`src/logic/afu_defines.svh`:
```
`ifndef AFU_DEFINES_SVH
`define AFU_DEFINES_SVH

// Bus widths
`define AFU_LINE_BITS       512
`define AFU_MEM_ADDR_BITS   26
`define AFU_HOST_ADDR_BITS  42
`define AFU_MMIO_ADDR_BITS  16
`define AFU_TID_BITS        9
`define AFU_MDATA_BITS      16

`define AFU_RD_WINDOW       8   // Host reads per window
`define AFU_QUEUE_DEPTH     16
`define AFU_MAX_PEND_WRITES 64

// MMIO map
`define AFU_ID_LO_ADDR      16'h0002
`define AFU_ID_HI_ADDR      16'h0004
`define AFU_CSR_CMD         16'h000A
`define AFU_CSR_IO_ADDR     16'h000C
`define AFU_CSR_MEM_ADDR    16'h000E
`define AFU_CSR_DATA_SIZE   16'h0010
`define AFU_CSR_STATUS      16'h0012

`define AFU_ID_LO           64'h9b4c_1f02_7e3a_d581
`define AFU_ID_HI           64'h35c1_8e0d_a247_6bf3
`define AFU_DFH             64'h1000_0100_0000_0000  // AFU feature, last in list

`define AFU_CMD_READ        3'd1
`define AFU_CMD_WRITE       3'd2

`define AFU_STATE_IDLE      2'd0
`define AFU_STATE_READ      2'd1
`define AFU_STATE_WRITE     2'd2

`endif

```
`src/logic/mem_req_if.sv`:
```
`timescale 1ns/1ps
`default_nettype none

`include "afu_defines.svh"

interface mem_req_if;
  logic                          req_valid;
  logic                          req_write;
  logic [`AFU_MEM_ADDR_BITS-1:0] req_addr;
  logic [`AFU_LINE_BITS-1:0]     req_data;
  logic                          req_ready;
  logic                          rsp_valid;  // Read queue head present
  logic [`AFU_LINE_BITS-1:0]     rsp_data;
  logic                          rsp_pop;

  modport engine (output req_valid, req_write, req_addr, req_data, rsp_pop,
                  input  req_ready, rsp_valid, rsp_data);
  modport port   (input  req_valid, req_write, req_addr, req_data, rsp_pop,
                  output req_ready, rsp_valid, rsp_data);
endinterface

`default_nettype wire

```
`src/logic/dram_to_host.sv`:
```
`timescale 1ns/1ps
`default_nettype none

`include "afu_defines.svh"

module dram_to_host (
  input  logic                           clk,
  input  logic                           rst,
  input  logic                           start,
  input  logic [`AFU_MEM_ADDR_BITS-1:0]  mem_addr,
  input  logic [`AFU_HOST_ADDR_BITS-1:0] io_addr,
  input  logic [`AFU_MEM_ADDR_BITS-1:0]  data_size,
  output logic                           done,
  mem_req_if.engine                      mem,
  output logic                           c1_req_valid,
  output logic [`AFU_HOST_ADDR_BITS-1:0] c1_req_addr,
  output logic [`AFU_LINE_BITS-1:0]      c1_req_data,
  input  logic                           c1_tx_alm_full,
  input  logic                           c1_rsp_valid
);

  localparam int PW = $clog2(`AFU_MAX_PEND_WRITES + 1);

  logic                           busy;
  logic [`AFU_MEM_ADDR_BITS-1:0]  rd_addr;
  logic [`AFU_MEM_ADDR_BITS-1:0]  rd_left;
  logic [`AFU_MEM_ADDR_BITS-1:0]  wr_left;
  logic [`AFU_HOST_ADDR_BITS-1:0] wr_addr;
  logic [PW-1:0]                  pend;   // Unacked host writes
  logic                           rd_fire;
  logic                           wr_fire;
  logic                           ack;

  assign mem.req_valid = busy && (rd_left != '0);
  assign mem.req_write = 1'b0;
  assign mem.req_addr  = rd_addr;
  assign mem.req_data  = '0;
  assign rd_fire       = mem.req_valid && mem.req_ready;

  // Queue head goes straight out on c1
  assign c1_req_valid = busy && mem.rsp_valid && (pend < PW'(`AFU_MAX_PEND_WRITES));
  assign c1_req_addr  = wr_addr;
  assign c1_req_data  = mem.rsp_data;
  assign wr_fire      = c1_req_valid && !c1_tx_alm_full;
  assign mem.rsp_pop  = wr_fire;
  assign ack          = busy && c1_rsp_valid;

  assign done = busy && (wr_left == '0) && (pend == '0);

  always_ff @(posedge clk) begin
    if (rst) begin
      busy    <= 1'b0;
      rd_addr <= '0;
      rd_left <= '0;
      wr_addr <= '0;
      wr_left <= '0;
      pend    <= '0;
    end else if (!busy) begin
      if (start) begin
        busy    <= 1'b1;
        rd_addr <= mem_addr;
        rd_left <= data_size;
        wr_addr <= io_addr;
        wr_left <= data_size;
        pend    <= '0;
      end
    end else begin
      if (done) begin
        busy <= 1'b0;
      end
      if (rd_fire) begin
        rd_addr <= rd_addr + 1'b1;
        rd_left <= rd_left - 1'b1;
      end
      if (wr_fire) begin
        wr_addr <= wr_addr + 1'b1;
        wr_left <= wr_left - 1'b1;
      end
      pend <= pend + PW'(wr_fire) - PW'(ack);
    end
  end

endmodule

`default_nettype wire

```
`src/flat_wrapper.sv`:
```
// flat-port wrapper written by rule: the top's interface ports become plain ports
module dram_to_host_flat 
  (clk, rst, start, mem_addr, io_addr, data_size, done, c1_req_valid, c1_req_addr, c1_req_data, c1_tx_alm_full, c1_rsp_valid, mem_req_valid, mem_req_write, mem_req_addr, mem_req_data, mem_rsp_pop, mem_req_ready, mem_rsp_valid, mem_rsp_data);
  mem_req_if mem_i ();
  input  logic clk;
  input  logic rst;
  input  logic start;
  input  logic [`AFU_MEM_ADDR_BITS-1:0] mem_addr;
  input  logic [`AFU_HOST_ADDR_BITS-1:0] io_addr;
  input  logic [`AFU_MEM_ADDR_BITS-1:0] data_size;
  output logic done;
  output logic c1_req_valid;
  output logic [`AFU_HOST_ADDR_BITS-1:0] c1_req_addr;
  output logic [`AFU_LINE_BITS-1:0] c1_req_data;
  input  logic c1_tx_alm_full;
  input  logic c1_rsp_valid;
  output wire logic [$bits(mem_i.req_valid)-1:0] mem_req_valid;
  output wire logic [$bits(mem_i.req_write)-1:0] mem_req_write;
  output wire logic [$bits(mem_i.req_addr)-1:0] mem_req_addr;
  output wire logic [$bits(mem_i.req_data)-1:0] mem_req_data;
  output wire logic [$bits(mem_i.rsp_pop)-1:0] mem_rsp_pop;
  input wire logic [$bits(mem_i.req_ready)-1:0] mem_req_ready;
  input wire logic [$bits(mem_i.rsp_valid)-1:0] mem_rsp_valid;
  input wire logic [$bits(mem_i.rsp_data)-1:0] mem_rsp_data;
  assign mem_req_valid = mem_i.req_valid;
  assign mem_req_write = mem_i.req_write;
  assign mem_req_addr = mem_i.req_addr;
  assign mem_req_data = mem_i.req_data;
  assign mem_rsp_pop = mem_i.rsp_pop;
  assign mem_i.req_ready = mem_req_ready;
  assign mem_i.rsp_valid = mem_rsp_valid;
  assign mem_i.rsp_data = mem_rsp_data;
  dram_to_host u_core (.clk(clk), .rst(rst), .start(start), .mem_addr(mem_addr), .io_addr(io_addr), .data_size(data_size), .done(done), .mem(mem_i), .c1_req_valid(c1_req_valid), .c1_req_addr(c1_req_addr), .c1_req_data(c1_req_data), .c1_tx_alm_full(c1_tx_alm_full), .c1_rsp_valid(c1_rsp_valid));
endmodule
```
`config.mk`:
```
export PLATFORM = sky130hd
export DESIGN_NAME = dram_to_host_flat
export DESIGN_NICKNAME = d
export VERILOG_FILES = /design/src/logic/mem_req_if.sv /design/src/logic/dram_to_host.sv /design/src/flat_wrapper.sv
export VERILOG_INCLUDE_DIRS = /design/src /design/src/logic
export SDC_FILE = /design/constraint.sdc
export NUM_CORES = 1
export LEC_CHECK = 0
export BUFFER_PORTS_ARGS = -buffer_cell sky130_fd_sc_hd__buf_4
export CORE_AREA = 3 3 674 676
export CTS_BUF_LIST = sky130_fd_sc_hd__clkbuf_4 sky130_fd_sc_hd__clkbuf_8
export DETAILED_ROUTE_END_ITERATION = 7
export DIE_AREA = 0 0 677 679
export PLACE_DENSITY = 0.3
export SYNTH_ARGS = -nofsm -noshare
export SYNTH_HDL_FRONTEND = slang
export SYNTH_SLANG_ARGS = --single-unit
```
`constraint.sdc`:
```
create_clock -name clk -period 3.1 [get_ports clk]
set_input_delay 0.62 -clock clk [delete_from_list [all_inputs] [get_ports clk]]
set_output_delay 0.62 -clock clk [all_outputs]
set_load 0.02 [all_outputs]
```
==> flow_summary.json, run 1 <==
{
  "final-hold-violation-count": 0,
  "numCtsBuffers": 17,
  "ys_seq_area_share_pct": 16.4,
  "hold_path.class": "in -> reg",
  "maxSlewViolCount": 0,
  "cts_max_level": 4,
  "synth_area_mm2": 0.0156,
  "portBuffers": 172,
  "synth_compound_area_share_pct": 14.5,
  "cap_violations": 0,
  "ios": 1710,
  "synth-adder-area-share_pct": 1.33,
  "cellLeakagePower_uw": 0.00579,
  "gr-usage-met1_pct": 4.09,
  "min_period_ns": 2.96,
  "place_congestion": 0.681,
  "dieArea_mm2": 0.460,
  "start_kind": "register",
  "met3_usage_pct": 17.2,
  "dieWidth_um": 677,
  "peakVddDrop_mv": 0.203,
  "vias": 12257,
  "tightest_slew_ns": 0.601,
  "grt_max_degree": 104,
  "drtAntennaViolNets": 0,
  "timing.final.ws_setup_ns": 0.143,
  "wl_um": 253000,
  "yosys.cell_types.count": 74,
  "async_flop_share_pct": 0,
  "coreArea_mm2": 0.449,
  "cpPeakStageDelay_ns": 0.53,
  "wl_per_cell_um": 32.5,
  "skew_ns": 0.0680,
  "cp_data_arrival_time_ns": 2.34,
  "end_kind": "output pin",
  "drc": 0,
  "grt_use_met2_pct": 18.4,
  "max_freq_mhz": 338,
  "crit_path_cell_trace": "nor4_4 -> nand2b_1 -> or4_4 -> nor3_4 -> buf_6",
  "cts_tree": "built",
  "setup_viol": 0,
  "busiest_layer": "met2",
  "timing.final.crit_share_pct": 95.4,
  "syn_inst": 2123,
  "initial_core_util_pct": 3.49,
  "drtPass1Iterations": 5,
  "drive_gt1_share_pct": 18.6,
  "rsz0062_at_grt": "true",
  "postLayoutCoreUtil_pct": 4.41,
  "avgSynthCellArea_um2": 7.37,
  "clockBufferDepth": 2,
  "power_density_mw_per_mm2": 314,
  "synthSimpleGateAreaFrac_pct": 14.9,
  "synthXorXnorAreaFrac_pct": 0.224,
  "pre_cts_ws_ns": -0.0710,
  "nFillCells": 53496,
  "die_h_um": 679,
  "track_usage_pct": 10.6,
  "register_area_mm2": 0.00258,
  "slew-limit-headroom_pct": 60.0,
  "grt_overflow": 0,
  "grt_pass1_vias": 10891,
  "antenna_found_initial": 85,
  "cts.reportedPaths.clkPinSlew_ns": 0.11,
  "critical_path_peak_fanout": 5,
  "critical_path_class": "reg -> out",
  "status": "completed",
  "syn2layout_area_growth_pct": 26.4,
  "synth_edf_count": 0,
  "synth_top_flop_cell": "dfxtp_1",
  "crit_required_ns": 2.48,
  "ys.warnings.count": 0,
  "synth.area.mux_share_pct": 0.792,
  "via_per_inst": 1.57,
  "insertion_delay_ns": 0.65,
  "dr.first_iter.drc_count": 679,
  "grt_pass1_wl_um": 279000,
  "hpwlAfterDp_um": 237000,
  "ctsRootBufferMaster": "clkbuf_8",
  "nNetsFinal": 2444,
  "synth_top_family_by_area": "buffers and inverters",
  "slowest_stage": "or4_4",
  "fp-row-count": 246,
  "multi_input_area_mm2": 0.00707,
  "cts_sinks": 128,
  "yosys_register_bits": 128
}
==> final timing paths <==
path / end / depth (start not counted) / slack, ns / startpoint
setup / recovery: done / 5 / 0.14 / u_core.wr_left[20]
hold / removal: u_core.c1_req_addr[31] / 3 / 0.23 / io_addr[31]
hold reg to reg: u_core.wr_left[11] / 2 / 0.50 / u_core.wr_left[11]
setup reg to reg: u_core.pend[6] / 13 / 0.36 / u_core.pend[6]
==> worst max-delay path: cells and delay by family, from the launching register on <==
kind,cells,cell delay (ns)
buf+inv,1,0.18
simple gates,4,1.19
flops,1,0.36
==> cell usage in the layout, fill, tap and decap left out, drive strengths merged, types with 15 or more instances in the layout <==
cell type and instances:
a211oi 27, dfxtp 128, o21ai 99, nor4 23, ha 15, nand3 47, buf 262, o22ai 18
nand2 107, nor2 114, clkbuf 19, nand4 27, conb 513, a21oi 102, inv 30, nor3 54
a31oi 19, nor2b 22
==> what timing repair did <==
item / in CTS / in global routing
resized for setup: 25 / 5
setup buffers: 4 / 2
pin swaps: 7 / 6
hold buffers: 0 / 0
setup endpoints to repair: 2 / 2
==> kinds of logic after synthesis <==
logic type / after synthesis
adder cells (fa/ha/maj): 16
buffers and inverters: 1132
flip-flops: 128
other: 1
multiplexers: 12
AND/OR/NAND/NOR: 466
XOR/XNOR: 4
AO/OA/AOI/OAI: 364
==> per-layer routing <==
| metal | wire, um | share of wire [%] |
|---|---|---|
| met1 | 34700 | 14 |
| met2 | 124000 | 49 |
| met3 | 86700 | 34 |
| met4 | 7420 | 2.9 |
| met5 | 782 | 0.31 |
==> per-stage QoR <==
step           hold slack [ns]  instance area, um2  TNS [ns]  power (uW)  cells
2_1_floorplan            0.448               17600         0        4820   2635
3_3_place_gp             0.473               19100    -0.319        4340   7742
3_5_place_dp             0.475               19100   -0.0710        4320   7742
4_1_cts                  0.104               19700   -0.0248        6460   7778
5_1_grt                  0.131               19800   -0.0702        6680   7784
6_report                 0.225               19800         0        6200   7792
==> cell type report <==
class | instances | share of cell area (%)
diodes | 12 | 0.152
clock buffers | 19 | 1.29
repair buffers | 262 | 10.6
clock inverters | 13 | 0.949
inverters | 31 | 0.595
flip-flops and latches | 128 | 13.0
multi-input cells | 1375 | 35.8
well taps | 5952 | 37.7
==> synth_stat cells (11+ instances only) <==
master    count  share of area [%]
nand2_1     107                2.6
clkbuf_1     58                1.4
a21oi_1     102                3.3
buf_4      1026                 49
o22ai_1      18               0.72
a31oi_1      19               0.76
a211oi_1     27                1.3
nor3_1       53                1.7
nor2b_1      22               0.88
nand3_1      47                1.5
and3_1       12               0.48
dfxtp_1     128                 16
ha_1         15                1.2
o21ai_0      98                3.1
nor2_1      114                2.7
a22oi_1      11               0.53
nand4_1      27                1.1
inv_1        30               0.72
nor4_1       21               0.84
==> state kept, by name, summed over array words and instances, names as in the netlist <==
register	count
u_core.c1_req_addr	42
u_core.wr_left	26
u_core.pend	7
u_core.rd_left	26
u_core.mem.req_addr	26
u_core.busy	1
==> report_power, final <==
group	internal [uW]	switching [uW]	leakage, uW
Clock	908	1010	0.000216
Sequential	1780	188	0.00106
Combinational	671	1640	0.00452
Total	3360	2830	0.00579
No activity file was read; power rests on OpenSTA's default activity.
==> inputs of run 2 (changes only) <==
--- a/config.mk
+++ b/config.mk
@@ -12,6 +12,7 @@
 export DETAILED_ROUTE_END_ITERATION = 7
 export DIE_AREA = 0 0 677 679
 export PLACE_DENSITY = 0.3
+export SETUP_SLACK_MARGIN = 0.3
 export SYNTH_ARGS = -nofsm -noshare
 export SYNTH_HDL_FRONTEND = slang
 export SYNTH_SLANG_ARGS = --single-unit
==> flow_summary.json, run 2 (same netlist as run 1, synthesis figures left out) <==
{
  "status": "completed",
  "final_cell_mix": "conb_1, buf_4, dfxtp_1, nor2_1, nand2_1",
  "nNetsFinal": 2439,
  "via_per_inst": 1.56,
  "rr_startpoint": "u_core.wr_left[0]",
  "coreArea_mm2": 0.449,
  "grt_pass1_vias": 10633,
  "dieWidth_um": 677,
  "antenna_found_initial": 61,
  "worstRegToRegCells": 8,
  "swShare_pct": 47.5,
  "wl_um": 248000,
  "wl_per_cell_um": 31.9,
  "p_int_uw": 3170,
  "timing.rr.end": "u_core.wr_left[14]",
  "tightest_slew_ns": 1.13,
  "cts_max_level": 4,
  "slowest_stage": "or4_4",
  "cts.reportedPaths.clkPinSlew_ns": 0.10,
  "dpl-instance-area_mm2": 0.0190,
  "hold_path.class": "in -> reg",
  "grt_pass1_wl_um": 273000,
  "cts_sinks": 128,
  "rsz0062_at_grt": "true",
  "drc": 0,
  "timing.final.ws_setup_ns": 0.156,
  "track_usage_pct": 10.4,
  "start_kind": "register",
  "crit_start": "u_core.wr_left[23]",
  "insertion_delay_ns": 0.60,
  "min_period_ns": 2.94,
  "final-hold-violation-count": 0,
  "crit_required_ns": 2.48,
  "switching_power_uw": 2870,
  "cellLeakagePower_uw": 0.00578,
  "max_freq_mhz": 340,
  "multi_input_area_mm2": 0.00711,
  "drive_gt1_share_pct": 19.1,
  "crit_cells": 6,
  "cp_num_buf_inv": 2,
  "hold_buffers": 0,
  "ctsRootBufferMaster": "clkbuf_8",
  "skew_ns": 0.0279,
  "numCtsBuffers": 17,
  "ios": 1710,
  "grt_overflow": 0,
  "hpwlAfterDp_um": 234000,
  "critical_path_peak_fanout": 3,
  "timing.final.crit_share_pct": 95.0,
  "maxSlewViolCount": 0,
  "slew-limit-headroom_pct": 24.3,
  "drtAntennaViolNets": 0,
  "cpPeakStageDelay_ns": 0.51,
  "die_h_um": 679,
  "portBuffers": 172,
  "dieArea_mm2": 0.460,
  "end_kind": "output pin",
  "clockBufferDepth": 2,
  "mostFrequentLayoutCell": "conb_1",
  "syn2layout_area_growth_pct": 26.1,
  "reg2reg_slack_ns": 0.39,
  "power_frac_comb_pct": 38.7,
  "vias": 12166,
  "tns_ns": 0,
  "cp_data_arrival_time_ns": 2.32,
  "seqPwrFrac_pct": 32.6,
  "drtPass1Iterations": 5,
  "setup_viol": 0,
  "power_density_mw_per_mm2": 306,
  "grt_max_degree": 60,
  "peakVddDrop_mv": 0.321,
  "crit_path_end": "done",
  "pre_cts_ws_ns": 0.0761,
  "place_congestion": 0.698,
  "power_uw": 6040,
  "initial_core_util_pct": 3.49,
  "register_area_mm2": 0.00258,
  "largest_register_ffs": 42,
  "final_area_mm2": 0.0197,
  "critical_path_class": "reg -> out",
  "dr.first_iter.drc_count": 587,
  "cts_tree": "built",
  "power_frac_clock_pct": 28.7,
  "cap_violations": 0,
  "fp-row-count": 246,
  "crit_path_cell_trace": "nor4_2 -> buf_4 -> nand2b_1 -> or4_4 -> nor3_4 -> buf_6",
  "path_delay_family": "simple AND/OR/NAND/NOR gates",
  "nFillCells": 53470,
  "postLayoutCoreUtil_pct": 4.40
}
[run 2: routing by layer]
layer | GRT usage (%) | up-vias | wire length (um)
met5 | 0.906 | - | 538
met4 | 2.96 | 26 | 8290
met3 | 17.7 | 244 | 89300
met2 | 17.2 | 1533 | 117000
met1 | 3.92 | 5340 | 33400
li1 | - | 5023 | -
[run 2: area by class of cell]
| type | instances | share of cell area (%) |
|---|---|---|
| antenna | 8 | 0.101 |
| clock buffer | 18 | 1.26 |
| clock inverter | 14 | 0.812 |
| inverter | 31 | 0.596 |
| multi-input combinational | 1375 | 36.0 |
| sequential | 128 | 13.1 |
| tap | 5952 | 37.7 |
| timing repair buffer | 257 | 10.4 |
[run 2: worst min path at each step]
stage	startpoint	endpoint	slack (ns)	cells past startpoint
floorplan	u_core.wr_left[23]	u_core.wr_left[23]	0.45	2
global placement	u_core.wr_left[14]	u_core.wr_left[14]	0.48	1
CTS	io_addr[31]	u_core.c1_req_addr[31]	0.15	3
finish	io_addr[31]	u_core.c1_req_addr[31]	0.27	3
detailed placement	u_core.wr_left[14]	u_core.wr_left[14]	0.47	1
global route	io_addr[31]	u_core.c1_req_addr[31]	0.18	3
[run 2: through the flow]
| step | instances | hold WS, ns |
|---|---|---|
| after floorplan | 2635 | 0.448 |
| after global placement | 7732 | 0.478 |
| after detailed placement | 7732 | 0.467 |
| after CTS | 7767 | 0.154 |
| after global routing | 7777 | 0.181 |
| final | 7783 | 0.267 |
[run 2: tightest hold or removal path, delay by kind of cell]
| family | cells | cell delay (ns) |
|---|---|---|
| AOI/OAI and AO/OA | 1 | 0.07 |
| buffers and inverters | 1 | 0.09 |
| and+or+nand+nor | 1 | 0.04 |
[run 2: what timing repair did]
item                                    4_1_cts  5_1_grt
endpoints found under the hold margin         0        0
setup buffers                                 3        8
endpoints found under the setup margin        3        9
gates resized for setup                      28       14
pin swaps                                     5        6
[run 2: power groups by stage]
stage | clock, uW | sequential, uW | combinational (uW)
4_1_cts | 1870 | 1970 | 2350
6_report | 1730 | 1970 | 2340
5_1_grt | 1900 | 2000 | 2560
3_5_place_dp | 0 | 2000 | 2300
3_3_place_gp | 0 | 2010 | 2310
2_1_floorplan | 0 | 2030 | 2800
==> inputs of run 3 (changes only) <==
==> constraint.sdc (replaced) <==
create_clock -name clk -period 2.5 [get_ports clk]
set_input_delay 0.5 -clock clk [delete_from_list [all_inputs] [get_ports clk]]
set_output_delay 0.5 -clock clk [all_outputs]
set_load 0.02 [all_outputs]
==> flow_summary.json, run 3 (same netlist as run 1, synthesis figures left out) <==
{
  "wl_um": 256000,
  "largest_register_ffs": 42,
  "fin_cells": 7921,
  "power_uw": 8540,
  "critical_path_peak_fanout": 2,
  "coreArea_mm2": 0.449,
  "post-place-cells": 7804,
  "grt_overflow": 0,
  "final_cell_mix": "conb_1, buf_4, dfxtp_1, nor2_1, nand2_1",
  "syn2layout_area_growth_pct": 44.3,
  "timing.final.crit_share_pct": 114,
  "min_period_ns": 2.84,
  "rsz0062_at_grt": "true",
  "cts_max_level": 4,
  "wl_per_cell_um": 32.3,
  "skew_ns": 0.0495,
  "drtPass1Iterations": 5,
  "cp_data_arrival_time_ns": 2.34,
  "violations": "setup timing",
  "dieArea_mm2": 0.460,
  "initial_core_util_pct": 3.49,
  "cap_violations": 0,
  "dieWidth_um": 677,
  "ios": 1710,
  "via_per_inst": 1.62,
  "hold_path.class": "in -> reg",
  "end_kind": "output pin",
  "grt_pass1_wl_um": 281000,
  "drtAntennaViolNets": 0,
  "maxSlewViolCount": 0,
  "nFillCells": 53368,
  "power_density_mw_per_mm2": 378,
  "max_freq_mhz": 352,
  "drive_gt1_share_pct": 33.9,
  "postLayoutCoreUtil_pct": 5.03,
  "grt_max_degree": 93,
  "portBuffers": 172,
  "pre_cts_ws_ns": -0.367,
  "grt_pass1_vias": 11478,
  "cellLeakagePower_uw": 0.00700,
  "ctsRootBufferMaster": "clkbuf_8",
  "tightest_slew_ns": 0.728,
  "clockBufferDepth": 3,
  "nNetsFinal": 2584,
  "critical_path_class": "reg -> out",
  "peakVddDrop_mv": 0.253,
  "cts_tree": "built",
  "status": "complete, but fails checks",
  "start_kind": "register",
  "mostFrequentLayoutCell": "conb_1",
  "crit_required_ns": 2.00,
  "grt_use_met2_pct": 18.0,
  "busiest_layer": "met2",
  "met3_usage_pct": 17.4,
  "final-hold-violation-count": 0,
  "place_congestion": 0.701,
  "cts_sinks": 128,
  "gr-usage-met1_pct": 4.12,
  "track_usage_pct": 10.6,
  "insertion_delay_ns": 0.60,
  "setup_viol": 3,
  "timing.final.ws_setup_ns": -0.344,
  "dr.first_iter.drc_count": 624,
  "hpwlAfterDp_um": 237000,
  "antenna_found_initial": 59,
  "vias": 12816,
  "slew-limit-headroom_pct": 51.5,
  "numCtsBuffers": 25,
  "fp-row-count": 246,
  "drc": 0,
  "die_h_um": 679,
  "cts.reportedPaths.clkPinSlew_ns": 0.09
}
run 3: cell types whose count changed in the layout (fill, tap and decap cells not counted), moves of 17 or more:
cell      previous run  this run
a21oi_1            102        63
a211oi_2             0        18
o21ai_0             98        49
buf_6                3        33
nand2_1            105        88
buf_12               9        35
a21oi_2              0        35
buf_4              245       304
o21ai_2              0        34
a211oi_1            27         9
run 3: worst paths after layout:
path                                                to  cells after the start               start  slack, ns
worst min register to register      u_core.wr_left[11]                      2  u_core.wr_left[11]       0.51
worst max register to register          u_core.pend[6]                     13      u_core.pend[6]      -0.01
worst min-delay path            u_core.c1_req_addr[39]                      2         io_addr[39]       0.14
worst max-delay path                              done                      7  u_core.wr_left[15]      -0.34
run 3: layer usage:
layer  vias up  share of wire [%]
met5         -               0.16
met2      1523                 48
met1      5715                 13
met4        20                3.7
met3       242                 35
li1       5316                  -
run 3: through the flow:
stage | hold slack, ns | area [um2] | setup TNS, ns
final | 0.145 | 22600 | -0.557
after global routing | 0.111 | 22600 | -1.08
after global placement | 0.464 | 19800 | -0.617
after detailed placement | 0.470 | 19800 | -0.490
after floorplan | 0.450 | 17700 | -0.202
after CTS | 0.0547 | 21600 | -1.03
run 3: timing repair:
action	in CTS	in global routing
resized for setup	226	179
setup endpoints to repair	71	123
pin swaps	103	87
gates cloned	10	0
hold buffers	0	0
buffers inserted	40	26
run 3: final cells by class:
type                    instances  area (um2)  share of cell area (%)
multi-input cells            1375        8150                    36.1
well taps                    5952        7450                    33.0
repair buffers                394        3840                    17.0
flip-flops and latches        128        2580                    11.4
clock buffers                  31         408                    1.81
inverters                      31         121                   0.538
diodes                          9        22.5                  0.0998
clock inverters                 1        5.00                  0.0222
run 3: critical path, cell delays in order, from the launching register on:
cell and delay, ns:
dfxtp_2 0.33, nor4_4 0.26, buf_4 0.15, nand4_1 0.13, or4_4 0.47, nor3_4 0.18, buf_6 0.14, buf_8 0.12
run 3: where the power goes:
part	total [uW]	internal, uW	switching (uW)	leakage (uW)
Sequential	2440	2220	222	0.00106
Clock	2240	1050	1190	0.000219
Combinational	3860	1430	2430	0.00572
